**config.mk**
```make
export PLATFORM = sky130hd
export DESIGN_NAME = proc
export DESIGN_NICKNAME = d
export VERILOG_FILES = /design/src/proc_pkg.sv /design/src/ex_mem_if.sv /design/src/id_ex_if.sv /design/src/decode.sv /design/src/execute.sv /design/src/fetch.sv /design/src/memory_wb.sv /design/src/proc.sv
export VERILOG_INCLUDE_DIRS = /design/src
export SDC_FILE = /design/constraint.sdc
export NUM_CORES = 2
export LEC_CHECK = 0
export BUFFER_PORTS_ARGS = -buffer_cell sky130_fd_sc_hd__buf_2
export CORE_ASPECT_RATIO = 0.8
export CORE_MARGIN = 4
export CORE_UTILIZATION = 61
export DETAILED_ROUTE_END_ITERATION = 10
export GPL_TIMING_DRIVEN = 1
export PLACE_DENSITY = 0.77
export SLEW_MARGIN = 10
export SYNTH_ARGS = -nofsm -noshare
export SYNTH_HDL_FRONTEND = slang
export SYNTH_MEMORY_MAX_BITS = 65536
export SYNTH_SLANG_ARGS = --single-unit
```
**constraint.sdc**
```tcl
create_clock -name clk -period 6.5 [get_ports clk]
set_input_delay 0 -clock clk [delete_from_list [all_inputs] [get_ports clk]]
set_output_delay 0 -clock clk [all_outputs]
set_load 0.05 [all_outputs]
```
**src/proc_defs.svh**
```systemverilog
`ifndef PROC_DEFS_SVH
`define PROC_DEFS_SVH

// Datapath and instruction width
`define PROC_WIDTH 16

// Architectural registers r0..r7
`define PROC_NREGS 8

// Data memory words, byte address not used
`define PROC_DMEM_DEPTH 256

// First fetch address out of reset
`define PROC_RESET_PC 16'h0000

`endif

```
**src/proc_pkg.sv**
```systemverilog
`default_nettype none
`include "proc_defs.svh"

package proc_pkg;

    typedef logic [`PROC_WIDTH-1:0] word_t;             // Data or instruction word
    typedef logic [`PROC_WIDTH-1:0] pc_t;               // Instruction word address
    typedef logic [$clog2(`PROC_NREGS)-1:0] reg_idx_t;  // Register number

    // Opcodes in bits 15..12, 4'hc..4'hf are illegal
    typedef enum logic [3:0] {
        OP_NOP  = 4'h0,
        OP_ADD  = 4'h1,
        OP_SUB  = 4'h2,
        OP_AND  = 4'h3,
        OP_XOR  = 4'h4,
        OP_ADDI = 4'h5,
        OP_LD   = 4'h6,
        OP_ST   = 4'h7,
        OP_BEQZ = 4'h8,
        OP_J    = 4'h9,
        OP_JAL  = 4'ha,
        OP_HALT = 4'hb
    } opcode_t;

    typedef enum logic [1:0] {ALU_ADD, ALU_SUB, ALU_AND, ALU_XOR} alu_op_t;

    // Writeback source
    typedef enum logic [1:0] {WB_ALU, WB_MEM, WB_LINK} wb_sel_t;

endpackage

`default_nettype wire

```
**src/ex_mem_if.sv**
```systemverilog
`default_nettype none
`timescale 1ns/100ps

// Execute result bundle, execute -> memory_wb
interface ex_mem_if import proc_pkg::*; ();

    logic     valid;
    word_t    result;       // ALU out or memory address
    word_t    store_data;
    reg_idx_t rd;
    wb_sel_t  wb_sel;
    logic     reg_we;
    logic     mem_we;
    word_t    pc_plus1;     // Link value for JAL
    logic     halt;         // HALT riding to the end of the pipe

    modport exe (
        output valid, result, store_data, rd, wb_sel, reg_we, mem_we, pc_plus1, halt
    );

    modport mem (
        input valid, result, store_data, rd, wb_sel, reg_we, mem_we, pc_plus1, halt
    );

endinterface

`default_nettype wire

```
**src/id_ex_if.sv**
```systemverilog
`default_nettype none
`timescale 1ns/100ps

// Decoded instruction bundle, decode -> execute
interface id_ex_if import proc_pkg::*; ();

    logic     valid;
    opcode_t  op;
    alu_op_t  alu_op;
    reg_idx_t rd;
    word_t    rs_val;
    word_t    rt_val;       // Also store data
    word_t    imm;          // Already sign extended
    word_t    pc_plus1;
    wb_sel_t  wb_sel;
    logic     reg_we;
    logic     mem_we;
    logic     is_branch;
    logic     is_jump;

    modport dec (
        output valid, op, alu_op, rd, rs_val, rt_val, imm, pc_plus1,
        output wb_sel, reg_we, mem_we, is_branch, is_jump
    );

    modport exe (
        input valid, op, alu_op, rd, rs_val, rt_val, imm, pc_plus1,
        input wb_sel, reg_we, mem_we, is_branch, is_jump
    );

endinterface

`default_nettype wire

```
**src/decode.sv**
```systemverilog
`default_nettype none
`timescale 1ns/100ps
`include "proc_defs.svh"

module decode import proc_pkg::*; (
    input  logic     clk,
    input  logic     rst,
    input  word_t    instr,
    input  word_t    pc_plus1,
    input  logic     valid,
    input  logic     redirect,
    input  logic     wb_en,        // Register file write port
    input  reg_idx_t wb_reg,
    input  word_t    wb_data,
    output logic     err,          // Sticky illegal opcode
    output logic     halt_seen,
    id_ex_if.dec     id_ex
);

    word_t    regs [`PROC_NREGS];  // Register file
    opcode_t  op;
    reg_idx_t rd;
    reg_idx_t rs;
    reg_idx_t rt;
    word_t    rs_val;
    word_t    rt_val;
    word_t    imm;
    alu_op_t  alu_op;
    wb_sel_t  wb_sel;
    logic     reg_we;
    logic     mem_we;
    logic     is_branch;
    logic     is_jump;
    logic     is_halt;
    logic     illegal;
    logic     i_form;              // ADDI/LD/ST/BEQZ layout
    logic     live;
    logic     halt_q;

    assign op   = opcode_t'(instr[15:12]);
    assign live = valid && !redirect;               // Not being flushed this cycle
    assign rs   = instr[8:6];
    assign rt   = i_form ? instr[11:9] : instr[5:3];   // ST data sits in the rd field

    //////////////////////////////////////////////////
    // Opcode decode
    //////////////////////////////////////////////////
    always_comb begin
        alu_op    = ALU_ADD;
        wb_sel    = WB_ALU;
        rd        = instr[11:9];
        reg_we    = 1'b0;
        mem_we    = 1'b0;
        is_branch = 1'b0;
        is_jump   = 1'b0;
        is_halt   = 1'b0;
        illegal   = 1'b0;
        i_form    = 1'b0;
        case (op)
            OP_NOP:  ;
            OP_ADD:  reg_we = 1'b1;
            OP_SUB:  begin
                reg_we = 1'b1;
                alu_op = ALU_SUB;
            end
            OP_AND:  begin
                reg_we = 1'b1;
                alu_op = ALU_AND;
            end
            OP_XOR:  begin
                reg_we = 1'b1;
                alu_op = ALU_XOR;
            end
            OP_ADDI: begin
                reg_we = 1'b1;
                i_form = 1'b1;
            end
            OP_LD:   begin
                reg_we = 1'b1;
                i_form = 1'b1;
                wb_sel = WB_MEM;
            end
            OP_ST:   begin
                mem_we = 1'b1;
                i_form = 1'b1;
            end
            OP_BEQZ: begin
                is_branch = 1'b1;
                i_form    = 1'b1;
            end
            OP_J:    is_jump = 1'b1;
            OP_JAL:  begin
                is_jump = 1'b1;
                reg_we  = 1'b1;
                wb_sel  = WB_LINK;
                rd      = reg_idx_t'(`PROC_NREGS - 1);   // Link register r7
            end
            OP_HALT: is_halt = 1'b1;
            default: illegal = 1'b1;
        endcase
    end

    // 12-bit jump offset, else 6-bit immediate
    assign imm = is_jump ? {{(`PROC_WIDTH-12){instr[11]}}, instr[11:0]}
                         : {{(`PROC_WIDTH-6){instr[5]}}, instr[5:0]};

    // Read with write-through from the writeback port
    assign rs_val = (wb_en && wb_reg == rs) ? wb_data : regs[rs];
    assign rt_val = (wb_en && wb_reg == rt) ? wb_data : regs[rt];

    always_ff @(posedge clk) begin
        if (wb_en) regs[wb_reg] <= wb_data;
    end

    // Sticky flags
    always_ff @(posedge clk) begin
        if (rst) begin
            err    <= 1'b0;
            halt_q <= 1'b0;
        end else begin
            if (live && illegal) err <= 1'b1;
            if (live && is_halt) halt_q <= 1'b1;
        end
    end

    assign halt_seen = halt_q || (live && is_halt);   // Same cycle as HALT in decode

    //////////////////////////////////////////////////
    // ID/EX register
    //////////////////////////////////////////////////
    always_ff @(posedge clk) begin
        if (rst) id_ex.valid <= 1'b0;
        else     id_ex.valid <= live;
    end

    always_ff @(posedge clk) begin
        id_ex.op        <= op;
        id_ex.alu_op    <= alu_op;
        id_ex.rd        <= rd;
        id_ex.rs_val    <= rs_val;
        id_ex.rt_val    <= rt_val;
        id_ex.imm       <= imm;
        id_ex.pc_plus1  <= pc_plus1;
        id_ex.wb_sel    <= wb_sel;
        id_ex.reg_we    <= reg_we;
        id_ex.mem_we    <= mem_we;
        id_ex.is_branch <= is_branch;
        id_ex.is_jump   <= is_jump;
    end

endmodule

`default_nettype wire

```
**src/execute.sv**
```systemverilog
`default_nettype none
`timescale 1ns/100ps

module execute import proc_pkg::*; (
    input  logic  clk,
    input  logic  rst,
    id_ex_if.exe  id_ex,
    ex_mem_if.exe ex_mem,
    output logic  redirect,    // One cycle per taken branch/jump
    output pc_t   target
);

    word_t op_b;
    word_t alu_out;
    logic  use_imm;

    // Immediate replaces rt for ADDI and address calc
    assign use_imm = id_ex.op inside {OP_ADDI, OP_LD, OP_ST};
    assign op_b    = use_imm ? id_ex.imm : id_ex.rt_val;

    // ALU
    always_comb begin
        case (id_ex.alu_op)
            ALU_SUB: alu_out = id_ex.rs_val - op_b;
            ALU_AND: alu_out = id_ex.rs_val & op_b;
            ALU_XOR: alu_out = id_ex.rs_val ^ op_b;
            default: alu_out = id_ex.rs_val + op_b;   // ADD, ADDI, LD/ST address
        endcase
    end

    //////////////////////////////////////////////////
    // Branch and jump resolution
    //////////////////////////////////////////////////
    assign redirect = id_ex.valid &&
                      (id_ex.is_jump || (id_ex.is_branch && id_ex.rs_val == '0));
    assign target   = id_ex.pc_plus1 + id_ex.imm;     // Relative to PC + 1

    //////////////////////////////////////////////////
    // EX/MEM register
    //////////////////////////////////////////////////
    always_ff @(posedge clk) begin
        if (rst) ex_mem.valid <= 1'b0;
        else     ex_mem.valid <= id_ex.valid;
    end

    always_ff @(posedge clk) begin
        ex_mem.result     <= alu_out;
        ex_mem.store_data <= id_ex.rt_val;
        ex_mem.rd         <= id_ex.rd;
        ex_mem.wb_sel     <= id_ex.wb_sel;
        ex_mem.reg_we     <= id_ex.reg_we;
        ex_mem.mem_we     <= id_ex.mem_we;
        ex_mem.pc_plus1   <= id_ex.pc_plus1;   // JAL link value
        ex_mem.halt       <= (id_ex.op == OP_HALT);
    end

endmodule

`default_nettype wire

```
**src/fetch.sv**
```systemverilog
`default_nettype none
`timescale 1ns/100ps
`include "proc_defs.svh"

module fetch import proc_pkg::*; (
    input  logic  clk,
    input  logic  rst,
    input  logic  redirect,     // Taken branch/jump from execute
    input  pc_t   target,
    input  logic  halt_seen,    // Level, freezes PC
    output pc_t   pc,           // To instruction port
    input  word_t instr_in,     // Returned combinationally for pc
    output word_t instr,
    output word_t pc_plus1,
    output logic  valid
);

    pc_t pc_seq;

    assign pc_seq = pc + 1'b1;

    // Program counter
    always_ff @(posedge clk) begin
        if (rst) begin
            pc <= `PROC_RESET_PC;
        end else if (redirect) begin
            pc <= target;           // Redirect wins over halt
        end else if (!halt_seen) begin
            pc <= pc_seq;
        end
    end

    //////////////////////////////////////////////////
    // IF/ID register
    //////////////////////////////////////////////////
    always_ff @(posedge clk) begin
        if (rst) begin
            valid <= 1'b0;
        end else begin
            valid <= !redirect && !halt_seen;   // Flushed or halted slot
        end
    end

    always_ff @(posedge clk) begin
        instr    <= instr_in;
        pc_plus1 <= pc_seq;
    end

endmodule

`default_nettype wire

```
**src/memory_wb.sv**
```systemverilog
`default_nettype none
`timescale 1ns/100ps
`include "proc_defs.svh"

module memory_wb import proc_pkg::*; (
    input  logic     clk,
    input  logic     rst,
    ex_mem_if.mem    ex_mem,
    output logic     wb_en,      // Register file write strobe
    output reg_idx_t wb_reg,
    output word_t    wb_data,
    output logic     halted      // Sticky
);

    localparam int DMEM_AW = $clog2(`PROC_DMEM_DEPTH);

    word_t              dmem [`PROC_DMEM_DEPTH];
    logic [DMEM_AW-1:0] addr;
    word_t              rd_data;
    word_t              wb_value;

    assign addr = ex_mem.result[DMEM_AW-1:0];   // Upper address bits dropped

    // Data memory, async read
    always_ff @(posedge clk) begin
        if (ex_mem.valid && ex_mem.mem_we) dmem[addr] <= ex_mem.store_data;
    end

    assign rd_data = dmem[addr];

    always_comb begin
        case (ex_mem.wb_sel)
            WB_MEM:  wb_value = rd_data;
            WB_LINK: wb_value = ex_mem.pc_plus1;
            default: wb_value = ex_mem.result;
        endcase
    end

    //////////////////////////////////////////////////
    // MEM/WB register
    //////////////////////////////////////////////////
    always_ff @(posedge clk) begin
        if (rst) begin
            wb_en  <= 1'b0;
            halted <= 1'b0;
        end else begin
            wb_en <= ex_mem.valid && ex_mem.reg_we;
            if (ex_mem.valid && ex_mem.halt) halted <= 1'b1;
        end
    end

    always_ff @(posedge clk) begin
        wb_reg  <= ex_mem.rd;
        wb_data <= wb_value;
    end

endmodule

`default_nettype wire

```
**src/proc.sv**
```systemverilog
`default_nettype none
`timescale 1ns/100ps

module proc import proc_pkg::*; (
    input  logic     clk,
    input  logic     rst,
    input  word_t    instr,     // Instruction port, word for pc
    output pc_t      pc,
    output logic     wb_en,     // Writeback observation
    output reg_idx_t wb_reg,
    output word_t    wb_data,
    output logic     halted,
    output logic     err
);

    word_t if_instr;
    word_t if_pc_plus1;
    logic  if_valid;
    logic  redirect;
    pc_t   target;
    logic  halt_seen;

    id_ex_if  id_ex ();
    ex_mem_if ex_mem ();

    //////////////////////////////////////////////////
    // Fetch -> decode -> execute -> memory/writeback
    //////////////////////////////////////////////////
    fetch u_fetch (
        .clk       (clk),
        .rst       (rst),
        .redirect  (redirect),
        .target    (target),
        .halt_seen (halt_seen),
        .pc        (pc),
        .instr_in  (instr),
        .instr     (if_instr),
        .pc_plus1  (if_pc_plus1),
        .valid     (if_valid)
    );

    decode u_decode (
        .clk       (clk),
        .rst       (rst),
        .instr     (if_instr),
        .pc_plus1  (if_pc_plus1),
        .valid     (if_valid),
        .redirect  (redirect),
        .wb_en     (wb_en),       // Same strobe seen at the top
        .wb_reg    (wb_reg),
        .wb_data   (wb_data),
        .err       (err),
        .halt_seen (halt_seen),
        .id_ex     (id_ex)
    );

    execute u_execute (
        .clk       (clk),
        .rst       (rst),
        .id_ex     (id_ex),
        .ex_mem    (ex_mem),
        .redirect  (redirect),
        .target    (target)
    );

    memory_wb u_memory_wb (
        .clk       (clk),
        .rst       (rst),
        .ex_mem    (ex_mem),
        .wb_en     (wb_en),
        .wb_reg    (wb_reg),
        .wb_data   (wb_data),
        .halted    (halted)
    );

endmodule

`default_nettype wire

```
==> summary.md <==
| Metric | Value |
|---|---|
| Max IR drop VDD | `between 0.3 and 0.4 mV` |
| YS warnings | `0` |
| Status | `finished clean` |
| Switch share | `a little under a third` |
| Max Slew Vio Count | `0` |
| Highest Signal Layer | `met5` |
| Total CTS buffers | `~400` |
| CP Class | `register to register` |
| Crit path largest cell delay | `between 1 and 1.5 ns` |
| Initial antenna violation count | `34` |
| Synth area leader | `edfxtp_1` |
| Mapped cell area | `170000 sq um` |
| Crit path capture type | `register` |
| Post-synth ARST share | `0%` |
| Post-synthesis cell type count | `69` |
| Synthesized instance count | `~7400` |
| Vias in the first global route | `between 80000 and 90000` |
| Max-Cap Viols | `0` |
| Final WS setup | `between 1 and 1.5 ns` |
| H-Tree Level Count | `5` |
| Area contributors post-synth | `edfxtp_1, mux4_2, dfxtp_1, nor2_1, clkbuf_1` |
| Slew @ Worst Pin | `around 1.3 ns` |
| Sequential share of power | `roughly 44%` |
| Final min period | `around 5.4 ns` |
| Synth top cells by count | `edfxtp_1, mux4_2, nor2_1` |
| Wl on met1 | `approximately 160000 um` |
| # setup viols final | `0` |
| Crit path cell chain | `buf_4 -> buf_4 -> mux4_2 -> mux4_2 -> a32oi_1 -> o2111ai_1 -> a211oi_1 -> o21ai_0` |
| Share of layout cells above drive strength 1 | `roughly 32%` |
| CTS sink cnt | `about 4400` |
| Final Hold Vio Count | `0` |
| Synth Register Bits | `between 4000 and 5000` |
| Hold Path Stages | `3` |
| Internal | `~53 mW` |
| GP Congestion | `roughly 0.92` |
| Largest register by flop count | `u_memory_wb.dmem` |
| Clk pwr share | `a little under a third` |
| Post-Place Cell Area | `about 180000 sq um` |
| Final layout net count | `~7900` |
| Num ports | `56` |
| Crit path required time | `~7.2 ns` |
| Placed cells | `roughly 11000` |
| Vias per cell | `about 7.2` |
| Starting density of the core | `about 61%` |
| Pin count of the biggest net entering global routing | `around 210` |
| Buf/Inv on CP | `2` |
| RSZ-0062 raised after global routing | `false` |
| Hold WC Path Type | `input port to register` |
| Cells on worst reg2reg path | `8` |
| TritonCTS clock tree | `done` |
| Height of the die | `roughly 480 um` |
| Layout Cells excl Fill | `about 12000` |
| # port buffers | `55` |
| Worst-path clk slew | `approximately 0.06 ns` |
| Top flop regs | `u_memory_wb.dmem: 4096 flops, u_decode.regs: 128 flops` |
| Max reg flops | `4096` |
| Syn Nets | `7445` |
| Die width | `between 500 and 600 um` |
| Post-Route WL | `~460000 um` |
| EDFF count, synth | `4224` |
| Psw | `22.89 mW` |
| Leak | `59.23 nW` |
| Max_slew headroom | `between 10% and 20%` |
| Critical path peak fanout | `27` |
| Utilization after layout | `approximately two thirds` |
| Initial DRC count | `15706` |
| Tot GR Track Use | `about 32%` |
| Fmax | `roughly 0.18 GHz` |
| Area growth syn-to-layout | `11.80%` |
| Pre-CTS WS | `roughly 1.4 ns` |
| Via count | `around 86000` |
| Routed length per placed instance | `just under 40 um` |
| Crit start category | `register` |
| Global-route wire length before repair | `~650000 um` |
| Post-CTS Setup Bufs | `0` |
| Hold_buf cts | `33` |
| Fin crit share | `between 80% and 90%` |
| CP arrival | `6.16 ns` |
| Die area | `287200 sq um` |
| Routed length on met3 | `between 60000 and 70000 um` |
| Sequential fraction of the synthesis area | `approximately three quarters` |
| Gr ovfl total | `0` |
| # DRC | `0` |
| Critical Path Stages | `8` |
| Fin Setup TNS | `0 ns` |
| DRT Pass-1 Iters | `9` |
| Post-route clock skew | `between 0.04 and 0.05 ns` |
| Root Driver | `clkbuf_16` |
| Synth top area share | `around 75%` |
| Gate power share | `~24%` |
| Post-DRT Antenna Nets | `0` |
| Commonest register cell after synthesis | `edfxtp_1` |
| Insertion delay to the later sink of the worst-skew pair | `0.96 ns` |
| Power per cell area | `398.0 nW/um^2` |
| Crit-path leading delay family | `compound AO/OA/AOI/OAI gates` |
| Avg Synthesized Cell Area | `about 23 sq um` |
| CTS resizes | `0` |
| Core Area | `~280000 sq um` |
| Finished layout cell area | `roughly 190000 sq um` |
| Detailed Place HPWL | `around 250000 um` |
| Most common cell in the netlist | `edfxtp_1` |
| CP max-delay cell | `dfxtp_4` |
| Clock buffer depth | `4` |
| Met2 WL | `214100 um` |
| Standard-cell row count | `around 170` |
[path summary, 6_finish.rpt]
path	startpoint	endpoint	slack [ns]
worst min-delay path	rst	u_fetch.pc[5]	0.09
worst max-delay path	u_execute.ex_mem.result[0]	u_memory_wb.wb_data[3]	1.08
worst min register to register	u_fetch.pc_plus1[5]	u_decode.id_ex.pc_plus1[5]	0.32
worst max register to register	u_execute.ex_mem.result[0]	u_memory_wb.wb_data[3]	1.08
[cells in the final DEF, fill, tap and decap left out, types with 12 or more instances in the layout]
cell / count
nand2b_1: 20
buf_12: 39
nor2_2: 188
clkbuf_1: 76
xor2_1: 20
dfxtp_1: 154
clkinv_2: 75
xnor2_1: 45
a22o_1: 17
mux2_2: 54
o2111ai_1: 18
clkbuf_16: 408
bufinv_16: 39
a21o_1: 17
buf_4: 305
o21ai_0: 43
nor2_1: 170
dlygate4sd3_1: 33
clkinvlp_4: 18
diode_2: 14
clkinv_1: 74
nand4_1: 13
a21oi_1: 69
nor2b_1: 22
mux4_2: 1323
a22oi_1: 41
ha_1: 50
a221oi_1: 14
nand2_1: 100
buf_2: 55
edfxtp_1: 4224
nor3_1: 16
a32oi_1: 12
nand3_1: 34
mux2i_1: 67
o22ai_1: 18
dfxtp_4: 21
inv_1: 38
[worst register-to-register path, stage by stage, from the launching register on]
cell and delay (ns):
dfxtp_4 1.03, buf_4 0.52, buf_4 0.35, mux4_2 0.56, mux4_2 0.55, a32oi_1 0.68, o2111ai_1 0.40, a211oi_1 0.86
o21ai_0 0.29
[per-stage QoR]
step / hold slack, ns / power (mW)
3_3_place_gp: 0.1018 / 51.39
2_1_floorplan: 0.02772 / 44.55
5_1_grt: 0.09862 / 77.45
4_1_cts: 0.06471 / 75.19
3_5_place_dp: 0.1036 / 51.66
6_report: 0.09214 / 75.64
[logic make-up after synthesis]
logic type,share of synthesized area [%]
adder cells (fa/ha/maj),0.3916
AO/OA/AOI/OAI,1.320
AND/OR/NAND/NOR,1.635
flip-flops,76.73
buffers and inverters,1.200
XOR/XNOR,0.3349
multiplexers,18.39
[routing by layer]
metal	vias to the layer above	global-route usage, %
met5	-	0.08285
met4	18	12.73
met3	1219	11.03
met2	7557	48.23
met1	44636	45.36
li1	32220	-
[power by group through the flow]
stage / registers [mW] / clock network (mW) / logic [mW]
after CTS: 33.5 / 23.8 / 17.9
after global routing: 33.6 / 25.1 / 18.8
after floorplan: 34.2 / 0 / 10.4
after detailed placement: 34.1 / 0 / 17.5
after global placement: 34.0 / 0 / 17.3
final: 33.6 / 23.7 / 18.4
[layout make-up]
cell class,instances,area (sq um)
diodes,14,35.03
repair buffers,434,3719
flip-flops and latches,4403,130500
fillers,15794,87460
inverters,37,138.9
clock buffers,494,10620
clock inverters,233,2268
well taps,3675,4598
multi-input cells,2530,38160
(Power assumes the default switching activity.)
